File: config.mk
export PLATFORM = sky130hd
export DESIGN_NAME = predict_unit_flat
export DESIGN_NICKNAME = d
export VERILOG_FILES = /design/src/hdl/bp_pkg.sv /design/src/hdl/bp_ifs.sv /design/src/hdl/guess_ram.sv /design/src/hdl/predict_unit.sv /design/src/flat_wrapper.sv
export SDC_FILE = /design/constraint.sdc
export NUM_CORES = 1
export LEC_CHECK = 0
export BUFFER_PORTS_ARGS = -buffer_cell sky130_fd_sc_hd__buf_2
export CORE_MARGIN = 1.5
export CORE_UTILIZATION = 34
export DETAILED_ROUTE_END_ITERATION = 16
export PLACE_DENSITY = 0.81
export SETUP_SLACK_MARGIN = 0.02
export SYNTH_ARGS = -nofsm -noshare
export SYNTH_HDL_FRONTEND = slang
export SYNTH_HIERARCHICAL = 1
export SYNTH_SLANG_ARGS = --single-unit
export TNS_END_PERCENT = 100
File: constraint.sdc
create_clock -name clk -period 2.5 [get_ports clk]
set_input_delay 0.5 -clock clk [delete_from_list [all_inputs] [get_ports clk]]
set_output_delay 0.5 -clock clk [all_outputs]
set_load 0.01 [all_outputs]
File: src/hdl/bp_pkg.sv
`default_nettype none

package bp_pkg;

    // Fetch packet layout, two 4-byte slots per 8-byte packet
    localparam int ADDR_W = 32;
    localparam int IDX_W  = 5;
    localparam int TAG_W  = 24;
    localparam int ROWS   = 1 << IDX_W;

    typedef logic [ADDR_W-1:0] addr_t;
    typedef logic              slot_t;

    // Two speculative histories, slot 0 in bits 3..2
    typedef logic [3:0] guess_t;

    // Counter k sits at ctr[2k+1:2k]
    typedef struct packed {
        logic [1:0] hist;
        logic [7:0] ctr;
    } pattern_t;

    // Counter seeds for a fresh pattern entry
    localparam logic [1:0] CTR_INIT_TAKEN = 2'd2;
    localparam logic [1:0] CTR_INIT_NOT   = 2'd1;

    // Row index from pc bits 7..3
    function automatic logic [IDX_W-1:0] pc_idx(addr_t pc);
        return pc[IDX_W+2:3];
    endfunction

    // Tag from pc bits 31..8
    function automatic logic [TAG_W-1:0] pc_tag(addr_t pc);
        return pc[ADDR_W-1:ADDR_W-TAG_W];
    endfunction

    // Counter selected by a history value
    function automatic logic [1:0] ctr_of(pattern_t p, logic [1:0] h);
        return p.ctr[2*h +: 2];
    endfunction

endpackage

`default_nettype wire

File: src/hdl/bp_ifs.sv
`default_nettype none

// Combinational lookup of both slots of one packet
interface bp_lookup_if #(
    parameter type T = logic
);
    bp_pkg::addr_t pc;

    // Per-slot hit and payload
    logic hit0;
    logic hit1;
    T     data0;
    T     data1;

    // Side that asks
    modport requester (
        output pc,
        input  hit0, hit1, data0, data1
    );

    // Side that answers
    modport tbl (
        input  pc,
        output hit0, hit1, data0, data1
    );
endinterface


`default_nettype wire

File: src/hdl/guess_ram.sv
`default_nettype none

module guess_ram (
    input  wire                           clk,
    input  wire                           we,
    input  wire [bp_pkg::IDX_W-1:0]       addr,
    input  wire bp_pkg::guess_t           wdata,
    output bp_pkg::guess_t                rdata
);

    // Speculative history per packet row
    bp_pkg::guess_t mem [bp_pkg::ROWS];

    // Read is combinational, same row as the write
    assign rdata = mem[addr];

    // Written on every fetch
    always_ff @(posedge clk) begin
        if (we) begin
            mem[addr] <= wdata;
        end
    end

endmodule

`default_nettype wire

File: src/hdl/predict_unit.sv
`default_nettype none

module predict_unit (
    input  wire                 clk,
    input  wire                 rstn,
    input  wire                 fetch_en,
    input  wire bp_pkg::addr_t  pc_now,
    bp_lookup_if.requester      btb,
    bp_lookup_if.requester      pht,
    input  wire                 resolve_vld,
    input  wire                 resolve_wrong,
    output bp_pkg::addr_t       pc_new,
    output logic                branch,
    output bp_pkg::slot_t       slot,
    output logic                known
);

    logic [bp_pkg::IDX_W-1:0] idx;
    bp_pkg::guess_t           g_rd;
    bp_pkg::guess_t           g_wr;

    // One guess flag per row and slot
    logic [bp_pkg::ROWS-1:0]  flag0;
    logic [bp_pkg::ROWS-1:0]  flag1;

    bp_pkg::addr_t            tgt0, tgt1;
    bp_pkg::pattern_t         p0, p1;
    logic [1:0]               h0, h1;
    logic [1:0]               c0, c1;
    logic                     cnt0, cnt1;
    logic                     back0, back1;
    logic                     tk0, tk1;
    logic                     use0, use1;

    // Both tables looked up with the fetch pc
    assign btb.pc = pc_now;
    assign pht.pc = pc_now;
    assign idx    = bp_pkg::pc_idx(pc_now);

    assign tgt0 = btb.data0;
    assign tgt1 = btb.data1;
    assign p0   = pht.data0;
    assign p1   = pht.data1;

    //////////////////////////////
    // Guess log
    //////////////////////////////

    guess_ram u_guess (
        .clk   (clk),
        .we    (fetch_en),
        .addr  (idx),
        .wdata (g_wr),
        .rdata (g_rd)
    );

    // Speculative history wins while the flag is up
    assign h0 = flag0[idx] ? g_rd[3:2] : p0.hist;
    assign h1 = flag1[idx] ? g_rd[1:0] : p1.hist;

    // Pattern-table use this fetch
    assign use0 = cnt0 && pht.hit0;
    assign use1 = cnt1 && pht.hit1 && !tk0;

    always_ff @(posedge clk or negedge rstn) begin
        if (!rstn) begin
            flag0 <= '0;
            flag1 <= '0;
        end else if (fetch_en && resolve_vld) begin
            if (resolve_wrong) begin
                // Misprediction, back to committed history
                flag0 <= '0;
                flag1 <= '0;
            end else begin
                // Stays set until a wrong resolve
                flag0[idx] <= flag0[idx] | use0;
                flag1[idx] <= flag1[idx] | use1;
            end
        end
    end

    // Old low history bit, then this guess
    assign g_wr = {h0[0], tk0, h1[0], tk1};

    //////////////////////////////
    // Slot prediction
    //////////////////////////////

    // Slot 0 skipped when fetch enters mid-packet
    assign cnt0 = btb.hit0 && !pc_now[2];
    assign cnt1 = btb.hit1;

    // Backward branch fallback
    assign back0 = tgt0[bp_pkg::ADDR_W-1:2] < pc_now[bp_pkg::ADDR_W-1:2];
    assign back1 = tgt1[bp_pkg::ADDR_W-1:2] < pc_now[bp_pkg::ADDR_W-1:2];

    assign c0 = bp_pkg::ctr_of(p0, h0);
    assign c1 = bp_pkg::ctr_of(p1, h1);

    // Counter MSB with a pattern hit, direction otherwise
    assign tk0 = cnt0 && (pht.hit0 ? c0[1] : back0);
    assign tk1 = cnt1 && (pht.hit1 ? c1[1] : back1);

    assign branch = tk0 | tk1;
    assign slot   = tk1 & ~tk0;
    assign known  = cnt0 | cnt1;

    // Taken target or next packet
    assign pc_new = branch ?
        {(tk0 ? tgt0[bp_pkg::ADDR_W-1:2] : tgt1[bp_pkg::ADDR_W-1:2]), 2'b00} :
        {pc_now[bp_pkg::ADDR_W-1:3] + 1'b1, 3'b000};

    a_branch_known : assert property (
        @(posedge clk) disable iff (!rstn)
        branch |-> known
    ) else $error("predict_unit: branch without known");

    a_pc_aligned : assert property (
        @(posedge clk) disable iff (!rstn)
        pc_new[1:0] == 2'b00
    ) else $error("predict_unit: pc_new not word aligned");

endmodule

`default_nettype wire

File: src/flat_wrapper.sv
// flat-port wrapper written by rule: the top's interface ports become plain ports
module predict_unit_flat 
  (clk, rstn, fetch_en, pc_now, resolve_vld, resolve_wrong, pc_new, branch, slot, known, btb_pc, btb_hit0, btb_hit1, btb_data0, btb_data1, pht_pc, pht_hit0, pht_hit1, pht_data0, pht_data1);
  bp_lookup_if btb_i ();
  bp_lookup_if pht_i ();
  input  wire clk;
  input  wire rstn;
  input  wire fetch_en;
  input  wire bp_pkg::addr_t pc_now;
  input  wire resolve_vld;
  input  wire resolve_wrong;
  output bp_pkg::addr_t pc_new;
  output logic branch;
  output bp_pkg::slot_t slot;
  output logic known;
  output wire logic [$bits(btb_i.pc)-1:0] btb_pc;
  input wire logic [$bits(btb_i.hit0)-1:0] btb_hit0;
  input wire logic [$bits(btb_i.hit1)-1:0] btb_hit1;
  input wire logic [$bits(btb_i.data0)-1:0] btb_data0;
  input wire logic [$bits(btb_i.data1)-1:0] btb_data1;
  output wire logic [$bits(pht_i.pc)-1:0] pht_pc;
  input wire logic [$bits(pht_i.hit0)-1:0] pht_hit0;
  input wire logic [$bits(pht_i.hit1)-1:0] pht_hit1;
  input wire logic [$bits(pht_i.data0)-1:0] pht_data0;
  input wire logic [$bits(pht_i.data1)-1:0] pht_data1;
  assign btb_pc = btb_i.pc;
  assign btb_i.hit0 = btb_hit0;
  assign btb_i.hit1 = btb_hit1;
  assign btb_i.data0 = btb_data0;
  assign btb_i.data1 = btb_data1;
  assign pht_pc = pht_i.pc;
  assign pht_i.hit0 = pht_hit0;
  assign pht_i.hit1 = pht_hit1;
  assign pht_i.data0 = pht_data0;
  assign pht_i.data1 = pht_data1;
  predict_unit u_core (.clk(clk), .rstn(rstn), .fetch_en(fetch_en), .pc_now(pc_now), .btb(btb_i), .pht(pht_i), .resolve_vld(resolve_vld), .resolve_wrong(resolve_wrong), .pc_new(pc_new), .branch(branch), .slot(slot), .known(known));
endmodule
==> flow_metrics.env <==
export IMPL_run_status="complete, but fails checks"
export IMPL_failed_checks="negative setup slack"
export IMPL_grt_overflow_total=0
export IMPL_syn_area_per_cell_um2=6.537
export IMPL_n_fill_cell=358
export IMPL_fin_ws_ns=-0.08078
export IMPL_timing_critical_path_mode_cell="or4_4"
export IMPL_area_sequential_um2=0
export IMPL_layout_min_cycle_time_ns=2.581
export IMPL_hold_class="in2out"
export IMPL_critPathBufInv=2
export IMPL_finalPower_mw=0.3744
export IMPL_drive_above_1_share_pct=70.03
export IMPL_timing_max_transition_violations_final=0
export IMPL_synth_most_common_cell="buf_4"
export IMPL_clockPowerShare_pct=0
export IMPL_synth_top_cell_area_share_pct=37.36
export IMPL_multi_input_area_mm2=0.001005
export IMPL_area_after_dpl_mm2=0.001884
export IMPL_nNetsFinal=355
export IMPL_worstSetupStartpoint="pc_now[7]"
export IMPL_end_kind="primary output"
export IMPL_finalInstanceArea_mm2=0.002188
export IMPL_yosys_top_cells_count="buf_4 (68), nor2_1 (17), a21oi_1 (13)"
export IMPL_wirelength_mm=4.980
export IMPL_synthesis_yosys_warnings=6
export IMPL_via_count=1777
export IMPL_flops_and_latches=0
export IMPL_final_hold_violation_count=0
export IMPL_detailedPlace_worstSlack_ns=-0.1273
export IMPL_leakage_nw=1.024
export IMPL_tns_ns=-0.2841
export IMPL_critical_path_startpoint_type="input port"
export IMPL_grt_start_max_net_pins=19
export IMPL_drt_pass1_iter_count=4
export IMPL_num_clock_buffers=0
export IMPL_worst_hold_slack_ns=1.000
export IMPL_power_switching_share_pct=52.59
export IMPL_critical_path_peak_fanout=8
export IMPL_grt_usage_pct=19.24
export IMPL_critical_path_slowest_cell="or4_4"
export IMPL_seq_area_frac_synth_pct=0
export IMPL_route_detailed_vias_per_inst=5.006
export IMPL_place_detailed_hpwl_mm=3.672
export IMPL_postSynthCellCount=209
export IMPL_grt_antenna_before_repair=0
export IMPL_fp_dieH_um=66.39
export IMPL_gp_congestion=0.7439
export IMPL_coreArea_mm2=0.003771
export IMPL_drt_iter0_drc=52
export IMPL_hold_depth=0
export IMPL_crit_path_cell_trace="buf_8 -> nand4_4 -> or4_4 -> or4_4 -> a21oi_2 -> buf_2"
export IMPL_synth_lib_cells_used_distinct=30
export IMPL_max_vdd_ir_drop_mv=0.1097
export IMPL_die_area_mm2=0.004408
export IMPL_cap_viol_max_count=0
export IMPL_combinationalPowerShare_pct=100.0
export IMPL_capture_point_of_the_worst_path="pc_new[22]"
export IMPL_initial_core_util_pct=36.23
export IMPL_grt_pass1_vias=1462
export IMPL_rsz_0062_raised_after_global_routing="true"
export IMPL_antenna_cells=0
export IMPL_horiz_die_dim_um=66.39
export IMPL_cp_top_family="simple AND/OR/NAND/NOR gates"
export IMPL_fin_crit_sh_pct=103.2
export IMPL_worstSetupPathDepth=6
export IMPL_drt_drc_violations_left=0
export IMPL_ios=144
export IMPL_std_cell_rows=22
export IMPL_placement_io_buffers=126
export IMPL_holdBufCountCts=0
export IMPL_power_per_cell_area_mw_per_mm2=171.1
export IMPL_syn2layout_area_growth_pct=60.16
export IMPL_timing_hold_worst_start="pc_now[1]"
export IMPL_netSwitchingPower_mw=0.1969
export IMPL_slowest_delay_ns=0.59
export IMPL_startpoint_to_endpoint_class_of_the_critical_path="in2out"
export IMPL_power_frac_seq_pct=0
export IMPL_post_synthesis_cell_area_mm2=0.001366
export IMPL_ys_top_cells_by_area="buf_4 (37%), xnor2_1 (5.8%), nand4_1 (5.5%), nor4_1 (5.5%), a21oi_1 (4.8%)"
export IMPL_cell_internal_pwr_mw=0.1775
export IMPL_final_antenna_net_count=0
export IMPL_timing_critical_path_required_ns=2.00
export IMPL_wire_length_of_the_first_global_routing_pass_mm=6.837
export IMPL_timing_fmax_mhz=387.5
export IMPL_setup_viol_count_final=6
export IMPL_worst_endpoint_arrival_ns=2.08
export IMPL_yosys_area_top_type="buf_4"
export IMPL_mean_routed_wirelength_per_cell_um=14.03
placed cells by master (no fill, tap or decap), types with 2 or more instances in the layout:
cell type / instances
buf_2: 115
buf_4: 39
buf_6: 14
nor2_1: 14
a21oi_2: 13
nand4_1: 12
nand3_1: 9
or4_4: 9
xnor2_1: 9
nor4_1: 6
inv_1: 6
o31ai_1: 6
xor2_1: 5
nor4_2: 4
o21ai_0: 4
nand2_1: 4
conb_1: 3
buf_8: 2
nor4_4: 2
nor2b_1: 2
nor3b_1: 2
or3_4: 2
and4_1: 2
or3_1: 2
nor2_2: 2
nor3_1: 2
power by group through the flow:
| stage | clock network (mW) | registers (mW) | logic [mW] |
|---|---|---|---|
| 2_1_floorplan | 0 | 0 | 0.206 |
| 3_3_place_gp | 0 | 0 | 0.324 |
| 3_5_place_dp | 0 | 0 | 0.327 |
| 4_1_cts | 0 | 0 | 0.339 |
| 5_1_grt | 0 | 0 | 0.405 |
| 6_report | 0 | 0 | 0.374 |
layout make-up:
| cell class | count | share of cell area (%) |
|---|---|---|
| inverter | 6 | 1.029 |
| timing repair buffer | 172 | 50.31 |
| tap | 48 | 2.744 |
| multi-input combinational | 129 | 45.91 |
logic make-up (layout without fill, tap and decap cells):
kind of cell / count (synthesis) / count (layout) / synth area share (%)
other: 1 / 3 / 0.2745
buffers and inverters: 82 / 178 / 41.30
adders and majority gates: 1 / 1 / 0.9156
xor gates and xnor gates: 14 / 14 / 8.975
and+or+nand+nor: 83 / 83 / 36.08
AOI/OAI and AO/OA: 28 / 28 / 12.45
how the worst min path moves through the flow:
stage and end:
3_3_place_gp btb_pc[1], 6_report btb_pc[1], 3_5_place_dp btb_pc[1], 5_1_grt btb_pc[1], 4_1_cts btb_pc[1], 2_1_floorplan pc_new[3]
layer usage:
metal  wire length, µm  track usage, %  vias up
met5                 0               0        -
met4                72           2.551        0
met3               288           1.193        6
met2              2593           37.00       81
met1              2026           23.59      808
li1                  -               -      882
stage by stage:
step | std cells | util, %
after floorplan | 211 | -
after global routing | 355 | 58.03
after CTS | 352 | 52.22
after detailed placement | 352 | 49.97
final | 355 | 58.03
after global placement | 352 | 49.97
timing repair:
item | in CTS | in global routing
buffers inserted | 0 | 1
gates resized for setup | 19 | 44
gates cloned | 0 | 2
hold endpoints to repair | 0 | 0
pin swaps | 6 | 16
endpoints found under the setup margin | 29 | 29
Power figures use the tool's default switching activity.
