## src/hdl/bp_pkg.sv

```systemverilog
`default_nettype none

package bp_pkg;

    // Fetch packet layout, two 4-byte slots per 8-byte packet
    localparam int ADDR_W = 32;
    localparam int IDX_W  = 5;
    localparam int TAG_W  = 24;
    localparam int ROWS   = 1 << IDX_W;

    typedef logic [ADDR_W-1:0] addr_t;
    typedef logic              slot_t;

    // Two speculative histories, slot 0 in bits 3..2
    typedef logic [3:0] guess_t;

    // Counter k sits at ctr[2k+1:2k]
    typedef struct packed {
        logic [1:0] hist;
        logic [7:0] ctr;
    } pattern_t;

    // Counter seeds for a fresh pattern entry
    localparam logic [1:0] CTR_INIT_TAKEN = 2'd2;
    localparam logic [1:0] CTR_INIT_NOT   = 2'd1;

    // Row index from pc bits 7..3
    function automatic logic [IDX_W-1:0] pc_idx(addr_t pc);
        return pc[IDX_W+2:3];
    endfunction

    // Tag from pc bits 31..8
    function automatic logic [TAG_W-1:0] pc_tag(addr_t pc);
        return pc[ADDR_W-1:ADDR_W-TAG_W];
    endfunction

    // Counter selected by a history value
    function automatic logic [1:0] ctr_of(pattern_t p, logic [1:0] h);
        return p.ctr[2*h +: 2];
    endfunction

endpackage

`default_nettype wire

```

## src/hdl/bp_ifs.sv

```systemverilog
`default_nettype none

// Combinational lookup of both slots of one packet
interface bp_lookup_if #(
    parameter type T = logic
);
    bp_pkg::addr_t pc;

    // Per-slot hit and payload
    logic hit0;
    logic hit1;
    T     data0;
    T     data1;

    // Side that asks
    modport requester (
        output pc,
        input  hit0, hit1, data0, data1
    );

    // Side that answers
    modport tbl (
        input  pc,
        output hit0, hit1, data0, data1
    );
endinterface

// One-slot write, lands at the next rising edge
interface bp_write_if #(
    parameter type T = logic
);
    logic                     we;
    logic [bp_pkg::IDX_W-1:0] idx;
    logic [bp_pkg::TAG_W-1:0] tag;
    bp_pkg::slot_t            slot;
    T                         data;

    modport writer (output we, idx, tag, slot, data);
    modport tbl    (input  we, idx, tag, slot, data);
endinterface

`default_nettype wire

```

## src/hdl/history_update.sv

```systemverilog
`default_nettype none

module history_update (
    input  wire                 clk,
    input  wire                 rstn,
    input  wire                 resolve_vld,
    input  wire bp_pkg::addr_t  resolve_pc,
    input  wire bp_pkg::slot_t  resolve_slot,
    input  wire                 resolve_taken,
    input  wire bp_pkg::addr_t  resolve_target,
    bp_lookup_if.requester      btb_q,
    bp_lookup_if.requester      pht_q,
    bp_write_if.writer          btb_w,
    bp_write_if.writer          pht_w
);

    logic             btb_slot_hit;
    logic             pht_slot_hit;
    bp_pkg::pattern_t pht_slot_data;

    // Captured resolve
    logic             r_vld;
    bp_pkg::addr_t    r_pc;
    bp_pkg::addr_t    r_target;
    bp_pkg::slot_t    r_slot;
    logic             r_taken;
    logic             r_btb_hit;
    logic             r_pht_hit;
    bp_pkg::pattern_t r_pht;

    logic [1:0]       old_h, old_c, new_c, init_c;
    bp_pkg::pattern_t upd, fresh;

    // Look up the resolving packet
    assign btb_q.pc = resolve_pc;
    assign pht_q.pc = resolve_pc;

    assign btb_slot_hit  = resolve_slot ? btb_q.hit1 : btb_q.hit0;
    assign pht_slot_hit  = resolve_slot ? pht_q.hit1 : pht_q.hit0;
    assign pht_slot_data = resolve_slot ? pht_q.data1 : pht_q.data0;

    always_ff @(posedge clk or negedge rstn) begin
        if (!rstn) begin
            r_vld <= 1'b0;
        end else begin
            r_vld <= resolve_vld;
        end
    end

    // Overwritten every cycle
    always_ff @(posedge clk) begin
        r_pc      <= resolve_pc;
        r_target  <= resolve_target;
        r_slot    <= resolve_slot;
        r_taken   <= resolve_taken;
        r_btb_hit <= btb_slot_hit;
        r_pht_hit <= pht_slot_hit;
        r_pht     <= pht_slot_data;
    end

    //////////////////////////////
    // Counter update
    //////////////////////////////

    assign old_h = r_pht.hist;
    assign old_c = bp_pkg::ctr_of(r_pht, old_h);

    // Saturating step
    always_comb begin
        if (r_taken) begin
            new_c = (old_c == 2'd3) ? old_c : old_c + 2'd1;
        end else begin
            new_c = (old_c == 2'd0) ? old_c : old_c - 2'd1;
        end
    end

    // Existing entry, history shifts in the outcome
    always_comb begin
        upd = r_pht;
        upd.ctr[2*old_h +: 2] = new_c;
        upd.hist = {old_h[0], r_taken};
    end

    // New entry seeded by the outcome
    assign init_c     = r_taken ? bp_pkg::CTR_INIT_TAKEN : bp_pkg::CTR_INIT_NOT;
    assign fresh.ctr  = {4{init_c}};
    assign fresh.hist = {1'b0, r_taken};

    //////////////////////////////
    // Table writes
    //////////////////////////////

    // Target only learned on taken
    assign btb_w.we   = r_vld && r_taken;
    assign btb_w.idx  = bp_pkg::pc_idx(r_pc);
    assign btb_w.tag  = bp_pkg::pc_tag(r_pc);
    assign btb_w.slot = r_slot;
    assign btb_w.data = r_target;

    // Pattern needs a known branch first
    assign pht_w.we   = r_vld && r_btb_hit;
    assign pht_w.idx  = bp_pkg::pc_idx(r_pc);
    assign pht_w.tag  = bp_pkg::pc_tag(r_pc);
    assign pht_w.slot = r_slot;
    assign pht_w.data = r_pht_hit ? upd : fresh;

    a_pht_after_btb : assert property (
        @(posedge clk) disable iff (!rstn)
        pht_w.we |-> $past(resolve_vld && btb_slot_hit)
    ) else $error("history_update: pattern write without target hit");

endmodule

`default_nettype wire

```

## src/flat_wrapper.sv

```systemverilog
// flat-port wrapper written by rule: the top's interface ports become plain ports
module history_update_flat 
  (clk, rstn, resolve_vld, resolve_pc, resolve_slot, resolve_taken, resolve_target, btb_q_pc, btb_q_hit0, btb_q_hit1, btb_q_data0, btb_q_data1, pht_q_pc, pht_q_hit0, pht_q_hit1, pht_q_data0, pht_q_data1, btb_w_we, btb_w_idx, btb_w_tag, btb_w_slot, btb_w_data, pht_w_we, pht_w_idx, pht_w_tag, pht_w_slot, pht_w_data);
  bp_lookup_if btb_q_i ();
  bp_lookup_if pht_q_i ();
  bp_write_if btb_w_i ();
  bp_write_if pht_w_i ();
  input  wire clk;
  input  wire rstn;
  input  wire resolve_vld;
  input  wire bp_pkg::addr_t resolve_pc;
  input  wire bp_pkg::slot_t resolve_slot;
  input  wire resolve_taken;
  input  wire bp_pkg::addr_t resolve_target;
  output wire logic [$bits(btb_q_i.pc)-1:0] btb_q_pc;
  input wire logic [$bits(btb_q_i.hit0)-1:0] btb_q_hit0;
  input wire logic [$bits(btb_q_i.hit1)-1:0] btb_q_hit1;
  input wire logic [$bits(btb_q_i.data0)-1:0] btb_q_data0;
  input wire logic [$bits(btb_q_i.data1)-1:0] btb_q_data1;
  output wire logic [$bits(pht_q_i.pc)-1:0] pht_q_pc;
  input wire logic [$bits(pht_q_i.hit0)-1:0] pht_q_hit0;
  input wire logic [$bits(pht_q_i.hit1)-1:0] pht_q_hit1;
  input wire logic [$bits(pht_q_i.data0)-1:0] pht_q_data0;
  input wire logic [$bits(pht_q_i.data1)-1:0] pht_q_data1;
  output wire logic [$bits(btb_w_i.we)-1:0] btb_w_we;
  output wire logic [$bits(btb_w_i.idx)-1:0] btb_w_idx;
  output wire logic [$bits(btb_w_i.tag)-1:0] btb_w_tag;
  output wire logic [$bits(btb_w_i.slot)-1:0] btb_w_slot;
  output wire logic [$bits(btb_w_i.data)-1:0] btb_w_data;
  output wire logic [$bits(pht_w_i.we)-1:0] pht_w_we;
  output wire logic [$bits(pht_w_i.idx)-1:0] pht_w_idx;
  output wire logic [$bits(pht_w_i.tag)-1:0] pht_w_tag;
  output wire logic [$bits(pht_w_i.slot)-1:0] pht_w_slot;
  output wire logic [$bits(pht_w_i.data)-1:0] pht_w_data;
  assign btb_q_pc = btb_q_i.pc;
  assign btb_q_i.hit0 = btb_q_hit0;
  assign btb_q_i.hit1 = btb_q_hit1;
  assign btb_q_i.data0 = btb_q_data0;
  assign btb_q_i.data1 = btb_q_data1;
  assign pht_q_pc = pht_q_i.pc;
  assign pht_q_i.hit0 = pht_q_hit0;
  assign pht_q_i.hit1 = pht_q_hit1;
  assign pht_q_i.data0 = pht_q_data0;
  assign pht_q_i.data1 = pht_q_data1;
  assign btb_w_we = btb_w_i.we;
  assign btb_w_idx = btb_w_i.idx;
  assign btb_w_tag = btb_w_i.tag;
  assign btb_w_slot = btb_w_i.slot;
  assign btb_w_data = btb_w_i.data;
  assign pht_w_we = pht_w_i.we;
  assign pht_w_idx = pht_w_i.idx;
  assign pht_w_tag = pht_w_i.tag;
  assign pht_w_slot = pht_w_i.slot;
  assign pht_w_data = pht_w_i.data;
  history_update u_core (.clk(clk), .rstn(rstn), .resolve_vld(resolve_vld), .resolve_pc(resolve_pc), .resolve_slot(resolve_slot), .resolve_taken(resolve_taken), .resolve_target(resolve_target), .btb_q(btb_q_i), .pht_q(pht_q_i), .btb_w(btb_w_i), .pht_w(pht_w_i));
endmodule
```

## config.mk

```make
export PLATFORM = sky130hd
export DESIGN_NAME = history_update_flat
export DESIGN_NICKNAME = d
export VERILOG_FILES = /design/src/hdl/bp_pkg.sv /design/src/hdl/bp_ifs.sv /design/src/hdl/history_update.sv /design/src/flat_wrapper.sv
export SDC_FILE = /design/constraint.sdc
export NUM_CORES = 1
export LEC_CHECK = 0
export ABC_AREA = 1
export BUFFER_PORTS_ARGS = -buffer_cell sky130_fd_sc_hd__buf_2
export CELL_PAD_IN_SITES_DETAIL_PLACEMENT = 1
export CELL_PAD_IN_SITES_GLOBAL_PLACEMENT = 1
export CORE_AREA = 2 2 93 95
export DETAILED_ROUTE_END_ITERATION = 8
export DIE_AREA = 0 0 95 97
export PLACE_DENSITY_LB_ADDON = 0.08
export RECOVER_POWER = 50
export SYNTH_ARGS = -nofsm -noshare
export SYNTH_HDL_FRONTEND = slang
export SYNTH_SLANG_ARGS = --single-unit
```

## constraint.sdc

```tcl
create_clock -name clk -period 0.8 [get_ports clk]
set_input_delay 0.12 -clock clk [delete_from_list [all_inputs] [get_ports clk]]
set_output_delay 0.12 -clock clk [all_outputs]
set_load 0.005 [all_outputs]
```

==> impl_metrics.csv, run 1 <==
group,metric,value,unit
power,clock_power_share,33.9,%
clock_network,clk_pin_slew_worst_paths,0.07,ns
clock_network,cts_root_buf,"clkbuf_8",
flow_run,cap_violations,0,
timing,post-route-period-util,126,%
synth,syn_inst,149,
power,seq_power_share,48.4,%
clock_network,cts-htree-levels,2,
drt,wl,3.77,mm
timing,setup_ws,-0.204,ns
power,intPower,3150,uW
synth,synthAdderAreaFrac,0,%
synth,synth_compound_area_share,0.996,%
final_layout,n_fill_cell,978,
synth,yosysSeqAreaShare,48.1,%
global_routing,grt_pass1_wl,5.24,mm
placed_design,hpwl,2.85,mm
final_layout,fin_area,0.00240,mm2
drt,avgRoutedWirePerCell,10.4,um
synth,yosys_register_bits,36,
final_layout,layout.cells.most_common,"buf_2",
final_layout,final_cell_mix,"88 x buf_2, 35 x buf_6, 33 x dlygate4sd3_1, 31 x clkbuf_1, 30 x dfxtp_2",
timing,fmax,996,MHz
drt,vias,1229,
timing,finalCriticalPeriod,1.00,ns
drt,firstDrtPassIters,2,
floorplanning,die_width,95,um
power,switchingPower,932,uW
timing,tns,-2.85,ns
drt,drtAntennaViolNets,0,
clock_network,ctsLongestPathBuffers,2,
floorplanning,dieArea,0.00922,mm2
synth,avgSynthCellArea,10.1,um2
clock_network,cts_buffers,5,
floorplanning,placementRows,33,
floorplanning,initial_utilization,18.5,%
timing,rsz0062_at_grt,"yes",
setup_path,cp_top_family,"flip-flops",
global_routing,grt_pass1_vias,1117,
synth,yosysWarnings,0,
drt,drc,0,
placed_design,io_buffers,162,
setup_path,crit_path_end_kind,"primary output",
synth,synth_top_family_by_area,"buffers and inverters",
final_layout,syn_to_final_growth,59.0,%
setup_path,crit_buf_inv,2,
synth,synthSimpleGateAreaFrac,2.07,%
synth,syn_nets,226,
synth,ys_types,7,
setup_path,worst-setup-path-type,"flop to primary output",
floorplanning,io_pins,205,
power,swShare,22.8,%
clock_network,cts_tree,"yes",
setup_path,cp.arrival,0.88,ns
final_layout,multiInputGateArea,51.3,um2
final_layout,drive_above_1_share,66.9,%
power,peakVddDrop,481,uV
power,comb_power_share,17.8,%
timing,slew_viol_final,0,
global_routing,grt_overflow,0,
setup_path,cp_common_cell,"nand2_1",
run_status,status,"finished with violations",
drt,routed_via_density,3.40,
timing,slew_headroom,84.5,%
setup_path,worstPathCellList,"inv_2 -> nand2_1 -> nand2_1 -> buf_2",
timing,final-hold-violation-count,0,
setup_path,cp_max_fo,3,
power,power_leakage,0.00119,uW
timing,worstMarginPinSlew,0.232,ns
setup_path,slowest_stage,"dfxtp_4",
final_layout,nets,334,
synth,synth_area,0.00151,mm2
clock_network,clock-sinks,36,
drt,drtIter0Drc,12,
synth,muxShareOfSynthArea,0,%
run_status,violations,"negative setup slack",
setup_path,critPathMaxStageDelay,0.36,ns
global_routing,grt_max_degree,11,
power,p_per_area,1700,mW/mm2
final_layout,seqCellArea,767,um2
worst_hold_path,hold_path.class,"input port to flop",
floorplanning,die_y,97,um
global_routing,gr-usage-all-layers,7.53,%
placed_design,pre_cts_ws,0.0426,ns
synth,synth-xor-area-share,0,%
setup_path,critPathLaunchType,"flop",
final_layout,antenna_cells,0,
setup_path,crit_required,0.68,ns
floorplanning,coreArea,0.00813,mm2
placed_design,gp_congestion,0.590,
timing,setup_viol,64,
placed_design,dpl_cell_area,0.00174,mm2
global_routing,antenna_found_initial,0,
[synth_stat cells]
library cell / instances / area (um2)
nand3_1: 1 / 5.00
o21ai_0: 3 / 15.0
dfrtp_1: 1 / 25.0
buf_4: 94 / 706
dfxtp_1: 35 / 701
inv_1: 8 / 30.0
nand2_1: 7 / 26.3
[what timing repair did]
item                       in CTS  in global routing
hold endpoints to repair       33                  0
hold buffers                   33                  0
setup endpoints to repair      64                 64
pin swaps                       0                  2
gates resized for setup        39                 31
buffers inserted                0                  0
[final timing paths]
path / start / endpoint / slack (ns) / cells past startpoint
setup / recovery: u_core.r_taken / pht_w_data / -0.20 / 4
hold / removal: pht_q_hit1 / u_core.r_pht_hit / 0.04 / 3
max in group asynchronous: rstn / u_core.r_vld / 0.56 / 2
min in group asynchronous: rstn / u_core.r_vld / 0.15 / 2
[logic make-up after synthesis]
logic type | after synthesis
AO/OA/AOI/OAI | 3
buffers and inverters | 102
flip-flops | 36
AND/OR/NAND/NOR | 8
[per-stage QoR]
| stage | hold WS, ns | utilization (%) | power [uW] | cells |
|---|---|---|---|---|
| floorplan | -0.176 | - | 2390 | 149 |
| detailed placement | -0.102 | 21.4 | 2510 | 322 |
| global route | 0.0400 | 29.5 | 4350 | 362 |
| global placement | -0.103 | 21.4 | 2510 | 322 |
| CTS | 0.00374 | 28.4 | 4160 | 362 |
| finish | 0.0436 | 29.5 | 4080 | 362 |
[registers in the layout, indices dropped and copies added, names as in the netlist]
name               flops
u_core.r_pht_hit       1
u_core.r_vld           1
u_core.r_taken         1
u_core.r_btb_hit       1
u_core.r_pc           29
u_core.r_pht           1
u_core.btb_w.slot      1
u_core.r_target        1
[final cells by class]
cell class,instances,area share (%)
timing repair buffer,195,55.1
sequential,36,32.0
tap,105,5.48
clock buffer,7,4.02
multi-input combinational,11,2.14
inverter,8,1.25
[power by group through the flow]
stage | Clock [uW] | Sequential, uW | Combinational [uW]
floorplan | 0 | 1990 | 402
global placement | 0 | 1970 | 543
detailed placement | 0 | 1970 | 533
CTS | 1500 | 1950 | 708
global route | 1570 | 1990 | 801
finish | 1380 | 1970 | 724
[layer usage]
metal  track usage (%)  part of all wire, %  vias up
met5                 0                    0        -
met4              4.35                  2.2        0
met3              3.19                   12        7
met2              15.3                   58       89
met1              5.36                   27      564
li1                  -                    -      569
Power figures use the tool's default switching activity.
==> run 2, diff against run 1 <==
--- a/config.mk
+++ b/config.mk
@@ -5,13 +5,14 @@
 export SDC_FILE = /design/constraint.sdc
 export NUM_CORES = 1
 export LEC_CHECK = 0
-export ABC_AREA = 1
+export ABC_AREA = 0
 export BUFFER_PORTS_ARGS = -buffer_cell sky130_fd_sc_hd__buf_2
 export CELL_PAD_IN_SITES_DETAIL_PLACEMENT = 1
 export CELL_PAD_IN_SITES_GLOBAL_PLACEMENT = 1
-export CORE_AREA = 2 2 93 95
+export CORE_AREA = 2 2 92 94
 export DETAILED_ROUTE_END_ITERATION = 8
-export DIE_AREA = 0 0 95 97
+export DIE_AREA = 0 0 94 96
+export HOLD_SLACK_MARGIN = 0.08
 export PLACE_DENSITY_LB_ADDON = 0.08
 export RECOVER_POWER = 50
 export SYNTH_ARGS = -nofsm -noshare
==> impl_metrics.csv, run 2 <==
group,metric,value,unit
run_status,status,"finished with violations",
run_status,violations,"negative setup slack",
drt,vias,1178,
synth,synth-xor-area-share,0,%
setup_path,crit_path_end_kind,"primary output",
clock_network,cts-htree-levels,2,
synth,synth_area_leader_cell,"buf_4",
power,clock_power_share,31.3,%
setup_path,critPathLaunchType,"flop",
synth,synth_compound_area_share,0.336,%
placed_design,gp_congestion,0.617,
synth,synthTopCellsByArea,"buf_4 47%, dfxtp_1 47%, mux2_2 2.3%",
timing,final-hold-violation-count,0,
placed_design,dpl_cell_area,0.00173,mm2
worst_hold_path,hold_end,"u_core.r_btb_hit",
global_routing,grt_pass1_wl,4.72,mm
clock_network,cts_tree,"yes",
synth,syn_inst,137,
synth,avgSynthCellArea,10.9,um2
power,switchingPower,914,uW
floorplanning,coreArea,0.00805,mm2
setup_path,crit_buf_inv,1,
final_layout,drive_above_1_share,68.4,%
power,seq_power_share,50.4,%
drt,firstDrtPassIters,2,
floorplanning,die_y,96,um
final_layout,regMostFlops,"u_core.r_pc",
synth,yosysSeqAreaShare,48.7,%
global_routing,grt_max_degree,12,
global_routing,gr-usage-all-layers,6.89,%
setup_path,critPathMaxStageDelay,0.38,ns
power,swShare,23.4,%
final_layout,layout.cells.most_common,"buf_2",
synth,synth_top_family_by_area,"buffers and inverters",
timing,finalCriticalPeriod,1.04,ns
synth,synthSimpleGateAreaFrac,1.34,%
setup_path,crit_required,0.68,ns
setup_path,worst-setup-path-type,"flop to primary output",
clock_network,clock-sinks,36,
floorplanning,io_pins,205,
timing,worstMarginPinSlew,0.183,ns
synth,ys_types,7,
power,p_per_area,1660,mW/mm2
final_layout,fin_area,0.00236,mm2
timing,setup_viol,64,
final_layout,nets,323,
floorplanning,dieArea,0.00902,mm2
timing,slew_headroom,87.8,%
global_routing,grt_overflow,0,
timing,setup_ws,-0.238,ns
global_routing,antenna_found_initial,0,
drt,drc,0,
placed_design,dpl.cell_count,310,
clock_network,clk_pin_slew_worst_paths,0.07,ns
synth,async_reset_ff_share,2.78,%
final_layout,syn_to_final_growth,58.7,%
final_layout,final_cell_mix,"89 x buf_2, 35 x clkbuf_1, 35 x buf_6, 34 x dlygate4sd3_1, 31 x dfxtp_2",
clock_network,post_cts_buffers,0,
final_layout,stdcell_count,352,
clock_network,ctsHoldBuffers,34,
drt,drtAntennaViolNets,0,
flow_run,cap_violations,0,
final_layout,antenna_cells,0,
synth,synth_commonest_cells,"94 x buf_4, 35 x dfxtp_1, 3 x mux2_2, 2 x and2_1",
worst_hold_path,holdPathStages,2,
synth,synthAdderAreaFrac,0,%
synth,synth_area,0.00149,mm2
global_routing,grt_pass1_vias,1031,
drt,wl,3.56,mm
clock_network,cts_buffers,5,
floorplanning,placementRows,33,
drt,routed_via_density,3.35,
final_layout,largest_reg_flops,29,
power,comb_power_share,18.3,%
timing,rsz0062_at_grt,"yes",
synth,synth.top_cell.area_share,47.4,%
clock_network,cts_root_buf,"clkbuf_8",
synth,muxShareOfSynthArea,2.27,%
setup_path,cp.arrival,0.92,ns
drt,drtIter0Drc,7,
power,power_leakage,0.00114,uW
setup_path,worstPathCellList,"and2_1 -> buf_2",
floorplanning,die_width,94,um
timing,post-route-period-util,130,%
synth,syn_nets,214,
drt,avgRoutedWirePerCell,10.1,um
power,intPower,3000,uW
worst_hold_path,hold_path.class,"input port to flop",
synth,synth_edf_count,0,
setup_path,cp_top_family,"flip-flops",
timing,fmax,963,MHz
power,peakVddDrop,520,uV
floorplanning,initial_utilization,18.5,%
clock_network,ctsLongestPathBuffers,2,
timing,holdWs,0.0635,ns
setup_path,cp_max_fo,2,
synth,synth_ff_type,"dfxtp_1",
worst_hold_path,hold_start,"btb_q_hit1",
synth,synth_most_common_cell,"buf_4",
synth,yosys_register_bits,36,
timing,slew_viol_final,0,
synth,yosysWarnings,0,
placed_design,io_buffers,162,
setup_path,slowest_stage,"dfrtp_1",
-- run 2: timing repair --
| action | CTS | global route |
|---|---|---|
| setup endpoints to repair | 64 | 64 |
| pin swaps | 0 | 0 |
| hold endpoints to repair | 37 | 3 |
| resized for setup | 32 | 35 |
-- run 2: how the worst max path moves through the flow --
stage,from,endpoint,slack (ns),cells after the start
finish,u_core.r_vld,pht_w_we,-0.24,2
global route,u_core.r_pht[0],pht_w_data,-0.30,3
CTS,u_core.r_vld,pht_w_we,-0.26,2
detailed placement,u_core.r_pht[0],pht_w_data,0.06,3
global placement,u_core.r_vld,btb_w_we,0.06,2
floorplan,u_core.r_pht[0],pht_w_data,0.19,2
-- run 2: area by class of cell --
type | instances | area [um2]
fill | 989 | 5690
timing repair buffer | 196 | 1330
sequential | 36 | 764
tap | 105 | 131
clock buffer | 7 | 76.3
multi-input combinational | 7 | 58.8
clock inverter | 1 | 5.00
-- run 2: metrics by stage --
step	setup slack, ns	util (%)	TNS, ns	total power (uW)
6_report	-0.238	29.4	-2.68	3910
5_1_grt	-0.296	29.4	-5.41	4190
4_1_cts	-0.260	27.8	-4.01	3980
3_5_place_dp	0.0588	21.4	0	2500
3_3_place_gp	0.0581	21.4	0	2510
2_1_floorplan	0.193	-	0	2390
-- run 2: power groups by stage --
stage	sequential [uW]	combinational [uW]	clock, uW
2_1_floorplan	1990	401	0
3_3_place_gp	1970	536	0
3_5_place_dp	1970	525	0
4_1_cts	1950	680	1350
5_1_grt	1990	784	1420
6_report	1970	717	1230
-- run 2: routing by layer --
layer,global-route usage (%),wire length [um]
met1,6.10,1160
met2,13.3,1910
met3,3.29,445
met4,2.90,41
met5,0,0
-- run 2: cell families (layout without fill, tap and decap cells) --
family / Yosys count / after routing
and+or+nand+nor: 3 / 3
buffers and inverters: 94 / 204
muxes: 3 / 3
DFF: 36 / 36
AOI/OAI and AO/OA: 1 / 1
